==> src/apb4_tmr_settings.svh <==
// Build settings for the APB4 timer peripheral
// Each channel owns a 16 byte window starting at TMR_CHN_SHIFT in paddr
// Register offsets are byte offsets and must stay word aligned inside that window
// The bus is fixed at 32 data bits with 4 byte strobes
`ifndef APB4_TMR_SETTINGS_SVH
`define APB4_TMR_SETTINGS_SVH

// Number of timer channels behind the single completer port
`define TMR_CHANNELS 4

// Number of paddr bits that the peripheral decodes
`define TMR_ADDR_W 12

// First paddr bit of the channel index
`define TMR_CHN_SHIFT 4

// Byte offsets of the four registers inside a channel window
`define TMR_OFS_CTRL 4'h0
`define TMR_OFS_CMP 4'h4
`define TMR_OFS_CNT 4'h8
`define TMR_OFS_STAT 4'hC

`endif

==> src/apb4_tmr_pkg.sv <==
// Bus and channel types shared by the timer RTL
// Array sizes and the index width follow the settings header
`default_nettype none

`include "apb4_tmr_settings.svh"

package apb4_tmr_pkg;

  // Channel index as carved out of paddr, wide enough to see unmapped windows
  typedef logic [`TMR_ADDR_W-`TMR_CHN_SHIFT-1:0] chn_idx_t;

  // APB4 request as the completer sees it
  // pprot is not carried because the timer has no protection levels
  typedef struct packed {
    logic [`TMR_ADDR_W-1:0] paddr;
    logic                   pwrite;
    logic [31:0]            pwdata;
    logic [3:0]             pstrb;
    logic                   psel;
    logic                   penable;
  } apb4_req_t;

  // Request into one channel
  // stb is high only in the access cycle of a transfer addressed to that channel
  typedef struct packed {
    logic        stb;
    logic        wr;
    logic [1:0]  idx;
    logic [31:0] wdata;
    logic [3:0]  strb;
  } chn_req_t;

  // Response from one channel, data and error are combinational
  typedef struct packed {
    logic [31:0] rdata;
    logic        err;
  } chn_rsp_t;

  // One entry per channel, entry 0 in the low bits
  typedef chn_req_t [`TMR_CHANNELS-1:0] chn_req_arr_t;
  typedef chn_rsp_t [`TMR_CHANNELS-1:0] chn_rsp_arr_t;

endpackage

`default_nettype wire

==> src/apb4_tmr_decode.sv <==
// Address decoder for the timer peripheral
// The channel index is captured in the setup cycle and held through access
// Byte address bits below the word are ignored, misaligned accesses hit the word
// Channel indices at or above TMR_CHANNELS are reported as unmapped
`timescale 1ns/100ps
`default_nettype none

`include "apb4_tmr_settings.svh"

module apb4_tmr_decode (
  input  logic                       apb4,
  input  logic                       arst_n,
  input  apb4_tmr_pkg::apb4_req_t    req,
  output apb4_tmr_pkg::chn_req_arr_t chn_req,
  output logic                       unmapped,
  output apb4_tmr_pkg::chn_idx_t     sel_idx
);

  import apb4_tmr_pkg::*;

  // Number of channels as an index value, for range tests
  localparam chn_idx_t NUM_CHN = $bits(chn_idx_t)'(`TMR_CHANNELS);

  logic       setup;
  logic       access;
  logic [1:0] reg_idx;

  // Setup cycle: psel without penable
  assign setup  = req.psel & ~req.penable;
  // Access cycle: both high, the completer never stretches it
  assign access = req.psel & req.penable;

  // Word index of the register inside the channel window
  assign reg_idx = 2'(req.paddr[`TMR_CHN_SHIFT-1:2]);

  // The channel index is sampled at the end of the setup cycle
  // so that the whole access cycle sees one stable selection
  always_ff @(posedge apb4 or negedge arst_n) begin
    if (!arst_n) begin
      sel_idx <= '0;
    end else if (setup) begin
      sel_idx <= req.paddr[`TMR_ADDR_W-1:`TMR_CHN_SHIFT];
    end
  end

  // Out of range channel in an access cycle
  assign unmapped = access & (sel_idx >= NUM_CHN);

  // Every channel sees the write payload
  // Only the addressed one gets the strobe
  always_comb begin
    for (int i = 0; i < `TMR_CHANNELS; i++) begin
      chn_req[i].stb   = access & (sel_idx == $bits(chn_idx_t)'(i));
      chn_req[i].wr    = req.pwrite;
      chn_req[i].idx   = reg_idx;
      chn_req[i].wdata = req.pwdata;
      chn_req[i].strb  = req.pstrb;
    end
  end

endmodule

`default_nettype wire

==> src/tmr_channel.sv <==
// One timer channel: ctrl, cmp, a free running 32 bit counter and a match flag
// The counter wraps to zero on the edge after it equals cmp
// A write to cnt is refused with an error and leaves the counter alone
// irq is registered and trails the flag by one clock
`timescale 1ns/100ps
`default_nettype none

`include "apb4_tmr_settings.svh"

module tmr_channel (
  input  logic                   apb4,
  input  logic                   arst_n,
  input  apb4_tmr_pkg::chn_req_t req,
  output apb4_tmr_pkg::chn_rsp_t rsp,
  output logic                   irq
);

  // Register word indices inside the channel window
  localparam logic [1:0] REG_CTRL = 2'(`TMR_OFS_CTRL >> 2);
  localparam logic [1:0] REG_CMP  = 2'(`TMR_OFS_CMP >> 2);
  localparam logic [1:0] REG_CNT  = 2'(`TMR_OFS_CNT >> 2);
  localparam logic [1:0] REG_STAT = 2'(`TMR_OFS_STAT >> 2);

  logic        en_q;
  logic        ie_q;
  logic [31:0] cmp_q;
  logic [31:0] cnt_q;
  logic        flag_q;
  logic        irq_q;

  logic        wr_acc;
  logic        wr_ctrl;
  logic        wr_cmp;
  logic        wr_cnt;
  logic        clr_flag;
  logic        match;

  // Write strobes per register, only valid in the access cycle
  assign wr_acc  = req.stb & req.wr;
  assign wr_ctrl = wr_acc & (req.idx == REG_CTRL);
  assign wr_cmp  = wr_acc & (req.idx == REG_CMP);
  assign wr_cnt  = wr_acc & (req.idx == REG_CNT);

  // Write one to clear, bit 0 lives in byte lane 0
  assign clr_flag = wr_acc & (req.idx == REG_STAT) & req.strb[0] & req.wdata[0];

  // Compare hit while running
  assign match = en_q & (cnt_q == cmp_q);

  // ctrl holds enable in bit 0 and interrupt enable in bit 1
  always_ff @(posedge apb4 or negedge arst_n) begin
    if (!arst_n) begin
      en_q <= 1'b0;
      ie_q <= 1'b0;
    end else if (wr_ctrl && req.strb[0]) begin
      en_q <= req.wdata[0];
      ie_q <= req.wdata[1];
    end
  end

  // Compare value, merged bytewise under pstrb
  always_ff @(posedge apb4 or negedge arst_n) begin
    if (!arst_n) begin
      cmp_q <= '0;
    end else if (wr_cmp) begin
      for (int b = 0; b < 4; b++) begin
        if (req.strb[b]) begin
          cmp_q[8*b +: 8] <= req.wdata[8*b +: 8];
        end
      end
    end
  end

  // Counter advances every clock while enabled and holds when disabled
  always_ff @(posedge apb4 or negedge arst_n) begin
    if (!arst_n) begin
      cnt_q <= '0;
    end else if (en_q) begin
      cnt_q <= match ? '0 : cnt_q + 32'd1;
    end
  end

  // Sticky match flag
  // A clear on the same edge as a match wins
  always_ff @(posedge apb4 or negedge arst_n) begin
    if (!arst_n) begin
      flag_q <= 1'b0;
    end else if (clr_flag) begin
      flag_q <= 1'b0;
    end else if (match) begin
      flag_q <= 1'b1;
    end
  end

  // Interrupt follows flag and enable one clock later
  always_ff @(posedge apb4 or negedge arst_n) begin
    if (!arst_n) begin
      irq_q <= 1'b0;
    end else begin
      irq_q <= flag_q & ie_q;
    end
  end

  assign irq = irq_q;

  // Read data by register index, the collector gates it to the access cycle
  always_comb begin
    case (req.idx)
      REG_CTRL: rsp.rdata = {30'd0, ie_q, en_q};
      REG_CMP:  rsp.rdata = cmp_q;
      REG_CNT:  rsp.rdata = cnt_q;
      REG_STAT: rsp.rdata = {31'd0, flag_q};
      default:  rsp.rdata = '0;
    endcase
    // The counter is read only
    rsp.err = wr_cnt;
  end

endmodule

`default_nettype wire

==> src/apb4_tmr_rdmux.sv <==
// Response collector for the timer peripheral
// pready is high in every access cycle, so there are no wait states
// Unmapped accesses read zero and return an error
`timescale 1ns/100ps
`default_nettype none

`include "apb4_tmr_settings.svh"

module apb4_tmr_rdmux (
  input  apb4_tmr_pkg::chn_rsp_arr_t chn_rsp,
  input  apb4_tmr_pkg::chn_idx_t     sel_idx,
  input  logic                       unmapped,
  input  logic                       penable,
  input  logic                       psel,
  output logic [31:0]                prdata,
  output logic                       pready,
  output logic                       pslverr
);

  import apb4_tmr_pkg::*;

  logic     access;
  chn_rsp_t sel_rsp;

  assign access = psel & penable;

  // Pick the addressed channel by comparison, so an index past the
  // last channel never reaches into the array
  always_comb begin
    sel_rsp = '0;
    for (int i = 0; i < `TMR_CHANNELS; i++) begin
      if (sel_idx == $bits(chn_idx_t)'(i)) begin
        sel_rsp = chn_rsp[i];
      end
    end
    // Unmapped window gives zero data with error
    if (unmapped) begin
      sel_rsp.rdata = '0;
      sel_rsp.err   = 1'b1;
    end
  end

  // Data and error only show in the access cycle and read zero otherwise
  assign prdata  = access ? sel_rsp.rdata : '0;
  assign pslverr = access & sel_rsp.err;
  assign pready  = access;

endmodule

`default_nettype wire

==> src/apb4_tmr_top.sv <==
// APB4 timer peripheral with TMR_CHANNELS identical channels
// Every transfer takes exactly two clocks, setup and one access cycle
// pprot is accepted and has no effect
// irq carries one registered line per channel, bit i for channel i
`timescale 1ns/100ps
`default_nettype none

`include "apb4_tmr_settings.svh"

module apb4_tmr_top (
  input  logic                     apb4,
  input  logic                     arst_n,
  input  logic [`TMR_ADDR_W-1:0]   paddr,
  input  logic                     psel,
  input  logic                     penable,
  input  logic                     pwrite,
  input  logic [31:0]              pwdata,
  input  logic [3:0]               pstrb,
  input  logic [2:0]               pprot,
  output logic [31:0]              prdata,
  output logic                     pready,
  output logic                     pslverr,
  output logic [`TMR_CHANNELS-1:0] irq
);

  import apb4_tmr_pkg::*;

  apb4_req_t    bus_req;
  chn_req_arr_t chn_req;
  chn_rsp_arr_t chn_rsp;
  chn_idx_t     sel_idx;
  logic         unmapped;

  // Bus inputs gathered into one request, pprot has no field here
  assign bus_req = '{
    paddr:   paddr,
    pwrite:  pwrite,
    pwdata:  pwdata,
    pstrb:   pstrb,
    psel:    psel,
    penable: penable
  };

  apb4_tmr_decode apb4_tmr_decode_inst (
    .apb4     (apb4),
    .arst_n   (arst_n),
    .req      (bus_req),
    .chn_req  (chn_req),
    .unmapped (unmapped),
    .sel_idx  (sel_idx)
  );

  // One timer per channel window
  for (genvar i = 0; i < `TMR_CHANNELS; i++) begin : g_chn
    tmr_channel tmr_channel_inst (
      .apb4   (apb4),
      .arst_n (arst_n),
      .req    (chn_req[i]),
      .rsp    (chn_rsp[i]),
      .irq    (irq[i])
    );
  end

  apb4_tmr_rdmux apb4_tmr_rdmux_inst (
    .chn_rsp  (chn_rsp),
    .sel_idx  (sel_idx),
    .unmapped (unmapped),
    .penable  (penable),
    .psel     (psel),
    .prdata   (prdata),
    .pready   (pready),
    .pslverr  (pslverr)
  );

endmodule

`default_nettype wire

==> config.mk <==
export PLATFORM = sky130hd
export DESIGN_NAME = apb4_tmr_top
export DESIGN_NICKNAME = d
export VERILOG_FILES = /design/src/apb4_tmr_pkg.sv /design/src/apb4_tmr_decode.sv /design/src/tmr_channel.sv /design/src/apb4_tmr_rdmux.sv /design/src/apb4_tmr_top.sv
export VERILOG_INCLUDE_DIRS = /design/src
export SDC_FILE = /design/constraint.sdc
export NUM_CORES = 1
export LEC_CHECK = 0
export ABC_AREA = 1
export ABC_CLOCK_PERIOD_IN_PS = 3600
export BUFFER_PORTS_ARGS = -buffer_cell sky130_fd_sc_hd__buf_2
export CORE_ASPECT_RATIO = 0.75
export CORE_MARGIN = 1
export CORE_UTILIZATION = 34
export CTS_BUF_LIST = sky130_fd_sc_hd__clkbuf_4
export DETAILED_ROUTE_END_ITERATION = 8
export GPL_TIMING_DRIVEN = 0
export PLACE_DENSITY = 0.49
export RECOVER_POWER = 25
export SYNTH_ARGS = -nofsm -noshare
export SYNTH_HDL_FRONTEND = slang
export SYNTH_SLANG_ARGS = --single-unit
==> constraint.sdc <==
create_clock -name apb4 -period 3.6 [get_ports apb4]
set_input_delay 0.18 -clock apb4 [delete_from_list [all_inputs] [get_ports apb4]]
set_output_delay 0.18 -clock apb4 [all_outputs]
set_load 0.05 [all_outputs]
Yosys cells after proc, flatten, opt, wreduce, memory -nomap -nowiden --
Cells that the tools add are included. W data, S select, Z words.
Storage, ports and cells: register bits 280, output and inout bits 38, input bits 56
Cells by class: reduce and logical (&&, ||, !) cells 26, magnitude comparators 1, bitwise logic cells 45, $add $sub $neg 4, equality and inequality tests 10, mux-type cells 22
Operators with widths (number):
- $pmux W32 S4 | 4
- $mux W33 | 5
- $mux W32 | 5
- $add A32 B1 Y32 const B | 4
- $eq A32 B32 Y1 | 4
- $and A1 B1 Y1 | 44
- $reduce_and A2 Y1 | 16
- $eq A8 B2 Y1 const B | 2
- $eq A8 B1 Y1 const B | 1
- $ge A8 B3 Y1 const B | 1
- $logic_not A8 Y1 | 1
- $mux W1 | 8
- $reduce_bool A2 Y1 | 4
- $eq A2 B2 Y1 const B | 2
- $logic_and A1 B1 Y1 | 4
- $eq A2 B1 Y1 const B | 1
- $logic_not A2 Y1 | 1
- $not A1 Y1 | 1

Depth between registers and ports, before layout --
word-level depth 10, gate-level depth with buffers 12, depth with buffers taken out 11

Hierarchy --
From an unflattened synthesis, not the netlist that was laid out.
Unflattened totals: cells, all modules 2835, area total of the unflattened synthesis 19986.7 µm²
Modules (own cells, without submodules):
- tmr_channel | times used 4, cells each 579, area an instance 4255.3 µm², sequential area each 1701.6 µm²
- apb4_tmr_decode | times used 1, cells each 207, area an instance 1559.0 µm², sequential area each 200.2 µm²
- apb4_tmr_rdmux | times used 1, cells each 312, area an instance 1406.3 µm², sequential area each 0.0 µm²

Least setup slack after synthesis --
Ideal clock, no wire load.
path type register to output, from register apb4_tmr_decode_inst.sel_idx[0], to output prdata[12], buffers on the path 1, data arrival time 2.096 ns, stages on the path, launching flop included 9, setup slack 1.324 ns, cells stage by stage dfrtp_1 inv_2 nand2_1 nor3_2 clkbuf_1 nand2_1 nand3_1 nand2_1 a21oi_1
Between the ends: cells in the longest elaborated chain, start to end 7, elaborated cells on any way between the ends 12
RTL lines:
- from (decl) | RTL line apb4_tmr_decode.sv:16 | output apb4_tmr_pkg::chn_idx_t sel_idx
- from (signal assigned) | RTL line apb4_tmr_decode.sv:42 | sel_idx <= req.paddr[`TMR_ADDR_W-1:`TMR_CHN_SHIFT];
- $logic_not A8 Y1 | RTL line apb4_tmr_rdmux.sv:32 | if (sel_idx == $bits(chn_idx_t)'(i)) begin
- $mux W33 (4 in a row) | RTL line apb4_tmr_rdmux.sv:32
- $mux W33 * | RTL line apb4_tmr_rdmux.sv:37 | if (unmapped) begin
- $mux W32 * | RTL line apb4_tmr_rdmux.sv:44 | assign prdata = access ? sel_rsp.rdata : '0;
- to (decl) | RTL line apb4_tmr_top.sv:20 | output logic [31:0] prdata,
Mark *: on every way between the ends. The rest lies on a longest branch, timed or not.

Worst setup path in the final report --
from register apb4_tmr_decode_inst.sel_idx[5], to output prdata[18]
The elaborated chain is that of the path after synthesis.

==> flow_summary.toml <==
[run_status]
status = "complete, but fails checks"
failed_checks = "capacitance limit, slew limit"

[clock_network]
numCtsBuffers = 82
clk_pin_slew_ns = 0.07
worstSkewPairLatency_ns = 0.90
cts_tree = "done"
root_buffer = "clkbuf_4"
cts_sinks = 280
cts-htree-levels = 3
clockBufferDepth = 3

[sta]
drv_slew = 178
post-route-period-util = 0.9787
setup_violations = 0
fin_crit_ns = 3.523
tns_ns = 0
worst_slack_ns = 0.07653
fin_worst_skew_ns = 0.05915
max_freq_mhz = 283.8
slew_headroom = -0.7149
worstMarginPinSlew_ns = 2.572
hold_violations = 0

[cells_and_area]
final_nets = 3622
fillers = 6584
drive_gt1_frac = 0.09503
final_util = 0.4018
final_area_um2 = 23730
ff_latch_area_um2 = 7007
multi_input_area_um2 = 11440
syn2layout_area_growth_pct = 16.61

[yosys]
netlist-cell-type-count = 42
postSynthAreaPerCell_um2 = 6.136
yosysWarningCount = 0
ys_seq_area_frac = 0.3443
syn_area_um2 = 20350
synthesis.nets = 3377
postSynthCellCount = 3317
ys_ff_latch = 280
synth_ff_type = "dfrtp_1"
synth_edf_count = 0
ys_async_sr_fraction = 1.000

[drt]
ant_nets = 0
dr_wl_met2_um = 37690
drc = 0
topRoutingLayerUsed = "met5"
drt_iter0_markers = 2345
drt_first_pass_iters = 6
drt-total-wl_um = 97340
wl_per_cell_um = 22.04
wl_met3_um = 9319
wl_met1_um = 47520
vias = 23200
via_per_inst = 5.253

[global_routing]
grt_pass1_vias = 21500
grt.overflow.total = 0
grt_usage = 0.3202
grt_pass1_wl_um = 141800
antenna_found_initial = 8
grt_max_degree = 106

[critical_path]
path_cells = "nor2_1 -> nand3_4 -> nor3_4 -> buf_4 -> nand2_1 -> nand3_1 -> nand2_1 -> a21oi_2 -> buf_2"
cpMostUsedCell = "nand2_1"
cp.required_ns = 3.42
cpMaxStageDelayCell = "dfrtp_1"
cp_max_fo = 10
cp-end-kind = "primary output"
startpoint_type = "flop"
critPathTopFamily = "simple AND/OR/NAND/NOR gates"
worstPathArrival_ns = 3.34
path_class = "flop to primary output"
cp_num_buf_inv = 2
slowest_delay_ns = 0.38

[floorplan]
initial_core_util = 0.3446
die_h_um = 213.9
io_pins = 94
dieArea_um2 = 60850
rows = 77
die_w_um = 284.5
fp.coreArea_um2 = 59060

[pwr]
power_mw = 7.039
ir_worst_vdd_mv = 0.1986
power_density_nw_per_um2 = 296.6
p_leak_nw = 11.73

[worst_hold_path]
min_path_type = "input port to flop"

[placement]
gp_congestion = 1.004
pre_cts_slack_ns = 0.2879
hpwl_um = 76770
portBuffers = 88
dpl_cell_area_um2 = 21850

[flow_run]
max_cap_viol_count = 2
-- layout by cell type (no fill, tap or decap), drive strengths merged --
cell	instances
a41oi	1
nand2	1246
dlygate4sd3	67
clkinv	23
bufinv	2
a21oi	48
nor3	28
and3	5
ha	4
dfrtp	280
diode	6
o211ai	2
o21a	1
and2	24
clkbuf	186
nor2	449
o21bai	2
inv	399
nor4	2
xnor2	36
nand3b	10
mux2	4
xor2	31
buf	134
o21ai	239
o22ai	72
clkinvlp	1
o2111ai	1
nand3	263
nand4	58
o221ai	2
-- metal layers --
layer	vias to the layer above	track usage
met1	11020	0.4825
met5	-	0
li1	11010	-
met3	136	0.08255
met2	1027	0.4382
met4	2	0.09696
-- power by group --
part / switching [mW] / leakage [nW] / internal, mW
logic: 0.432 / 7.25 / 0.155
registers: 0.0270 / 3.87 / 3.17
clock network: 1.63 / 0.606 / 1.63
-- state kept, by name (all words and copies together), names as in the netlist --
register	cells
g_chn.tmr_channel_inst.cmp_q	128
g_chn.tmr_channel_inst.cnt_q	128
apb4_tmr_decode_inst.sel_idx	8
g_chn.tmr_channel_inst.en_q	4
g_chn.tmr_channel_inst.flag_q	4
g_chn.tmr_channel_inst.ie_q	4
g_chn.tmr_channel_inst.irq	4
-- kinds of logic after synthesis --
logic type	synth area share
and+or+nand+nor	0.4214
buffers and inverters	0.09861
AOI/OAI and AO/OA	0.1022
DFF	0.3443
xor gates and xnor gates	0.02883
muxes	0.002213
adders and majority gates	0.002459
-- synth_stat cells, types with 2 or more instances --
cell type | n | share of area
buf_4 | 6 | 0.0022
nand2_2 | 5 | 0.0015
nor2_1 | 446 | 0.082
xor2_1 | 31 | 0.013
o211ai_1 | 2 | 0.00074
and2_1 | 24 | 0.0074
nor3_4 | 2 | 0.0016
ha_1 | 4 | 0.0025
nand4_1 | 58 | 0.018
and3_1 | 5 | 0.0015
buf_1 | 11 | 0.0020
xnor2_1 | 36 | 0.015
o21ai_0 | 175 | 0.043
o221ai_1 | 2 | 0.00086
nand3_1 | 260 | 0.064
o21ai_2 | 32 | 0.014
clkbuf_1 | 53 | 0.0098
nor3_1 | 25 | 0.0061
a21oi_1 | 48 | 0.012
o22ai_1 | 72 | 0.022
nand2_4 | 4 | 0.0022
buf_6 | 4 | 0.0022
nand3_4 | 2 | 0.0017
o21bai_1 | 2 | 0.00074
o21ai_1 | 32 | 0.0079
clkinv_1 | 2 | 0.00037
inv_1 | 395 | 0.073
nor4_1 | 2 | 0.00061
buf_2 | 35 | 0.0086
nand3b_1 | 10 | 0.0037
mux2_2 | 4 | 0.0022
nand2_1 | 1237 | 0.23
inv_2 | 3 | 0.00055
dfrtp_1 | 280 | 0.34
-- path summary, 6_finish.rpt --
| check | cells after the start | end | start | slack (ns) |
|---|---|---|---|---|
| worst max register to register | 9 | g_chn[1].tmr_channel_inst.cmp_q[17]$_DFFE_PN0P_ | apb4_tmr_decode_inst.sel_idx[5]$_DFFE_PN0P_ | 0.74 |
| max in group asynchronous | 4 | g_chn[3].tmr_channel_inst.cnt_q[29]$_DFFE_PN0P_ | arst_n | 0.62 |
| worst min register to register | 2 | g_chn[1].tmr_channel_inst.cmp_q[1]$_DFFE_PN0P_ | g_chn[1].tmr_channel_inst.cmp_q[1]$_DFFE_PN0P_ | 0.51 |
| worst max-delay path | 9 | prdata[18] | apb4_tmr_decode_inst.sel_idx[5]$_DFFE_PN0P_ | 0.08 |
| min in group asynchronous | 4 | g_chn[1].tmr_channel_inst.cnt_q[9]$_DFFE_PN0P_ | arst_n | 1.11 |
| worst min-delay path | 6 | g_chn[3].tmr_channel_inst.cmp_q[9]$_DFFE_PN0P_ | paddr[2] | 0.16 |
-- worst reg2reg max path: stages (launching register included) --
cell and delay [ns]:
dfrtp_1 0.38, nor2_1 0.21, nand3_4 0.18, nor2_8 0.19
inv_1 0.11, nor3_4 0.36, nand3_1 0.37, buf_2 0.29
o21ai_0 0.15, dlygate4sd3_1 0.57
-- stage by stage --
step                std cells  hold slack, ns
CTS                      4407         0.06401
global route             4414         0.08920
global placement         4195          0.4156
finish                   4416          0.1599
detailed placement       4197          0.1863
floorplan                3317         -0.1156
-- final cells by class --
class	count	share of cell area
Tap cell	790	0.04165
Antenna cell	6	0.0006327
Timing Repair Buffer	161	0.05135
Clock buffer	117	0.03701
Clock inverter	25	0.006379
Inverter	400	0.06327
Multi-Input combinational cell	2528	0.4822
Sequential cell	280	0.2952
Buffer	109	0.02225
-- repair_timing --
item	in CTS	in global routing
setup buffers	0	3
gates resized for setup	15	48
hold buffers	68	0
hold endpoints to repair	324	0
endpoints found under the setup margin	31	29
pin swaps	0	2
(Power assumes the default switching activity.)
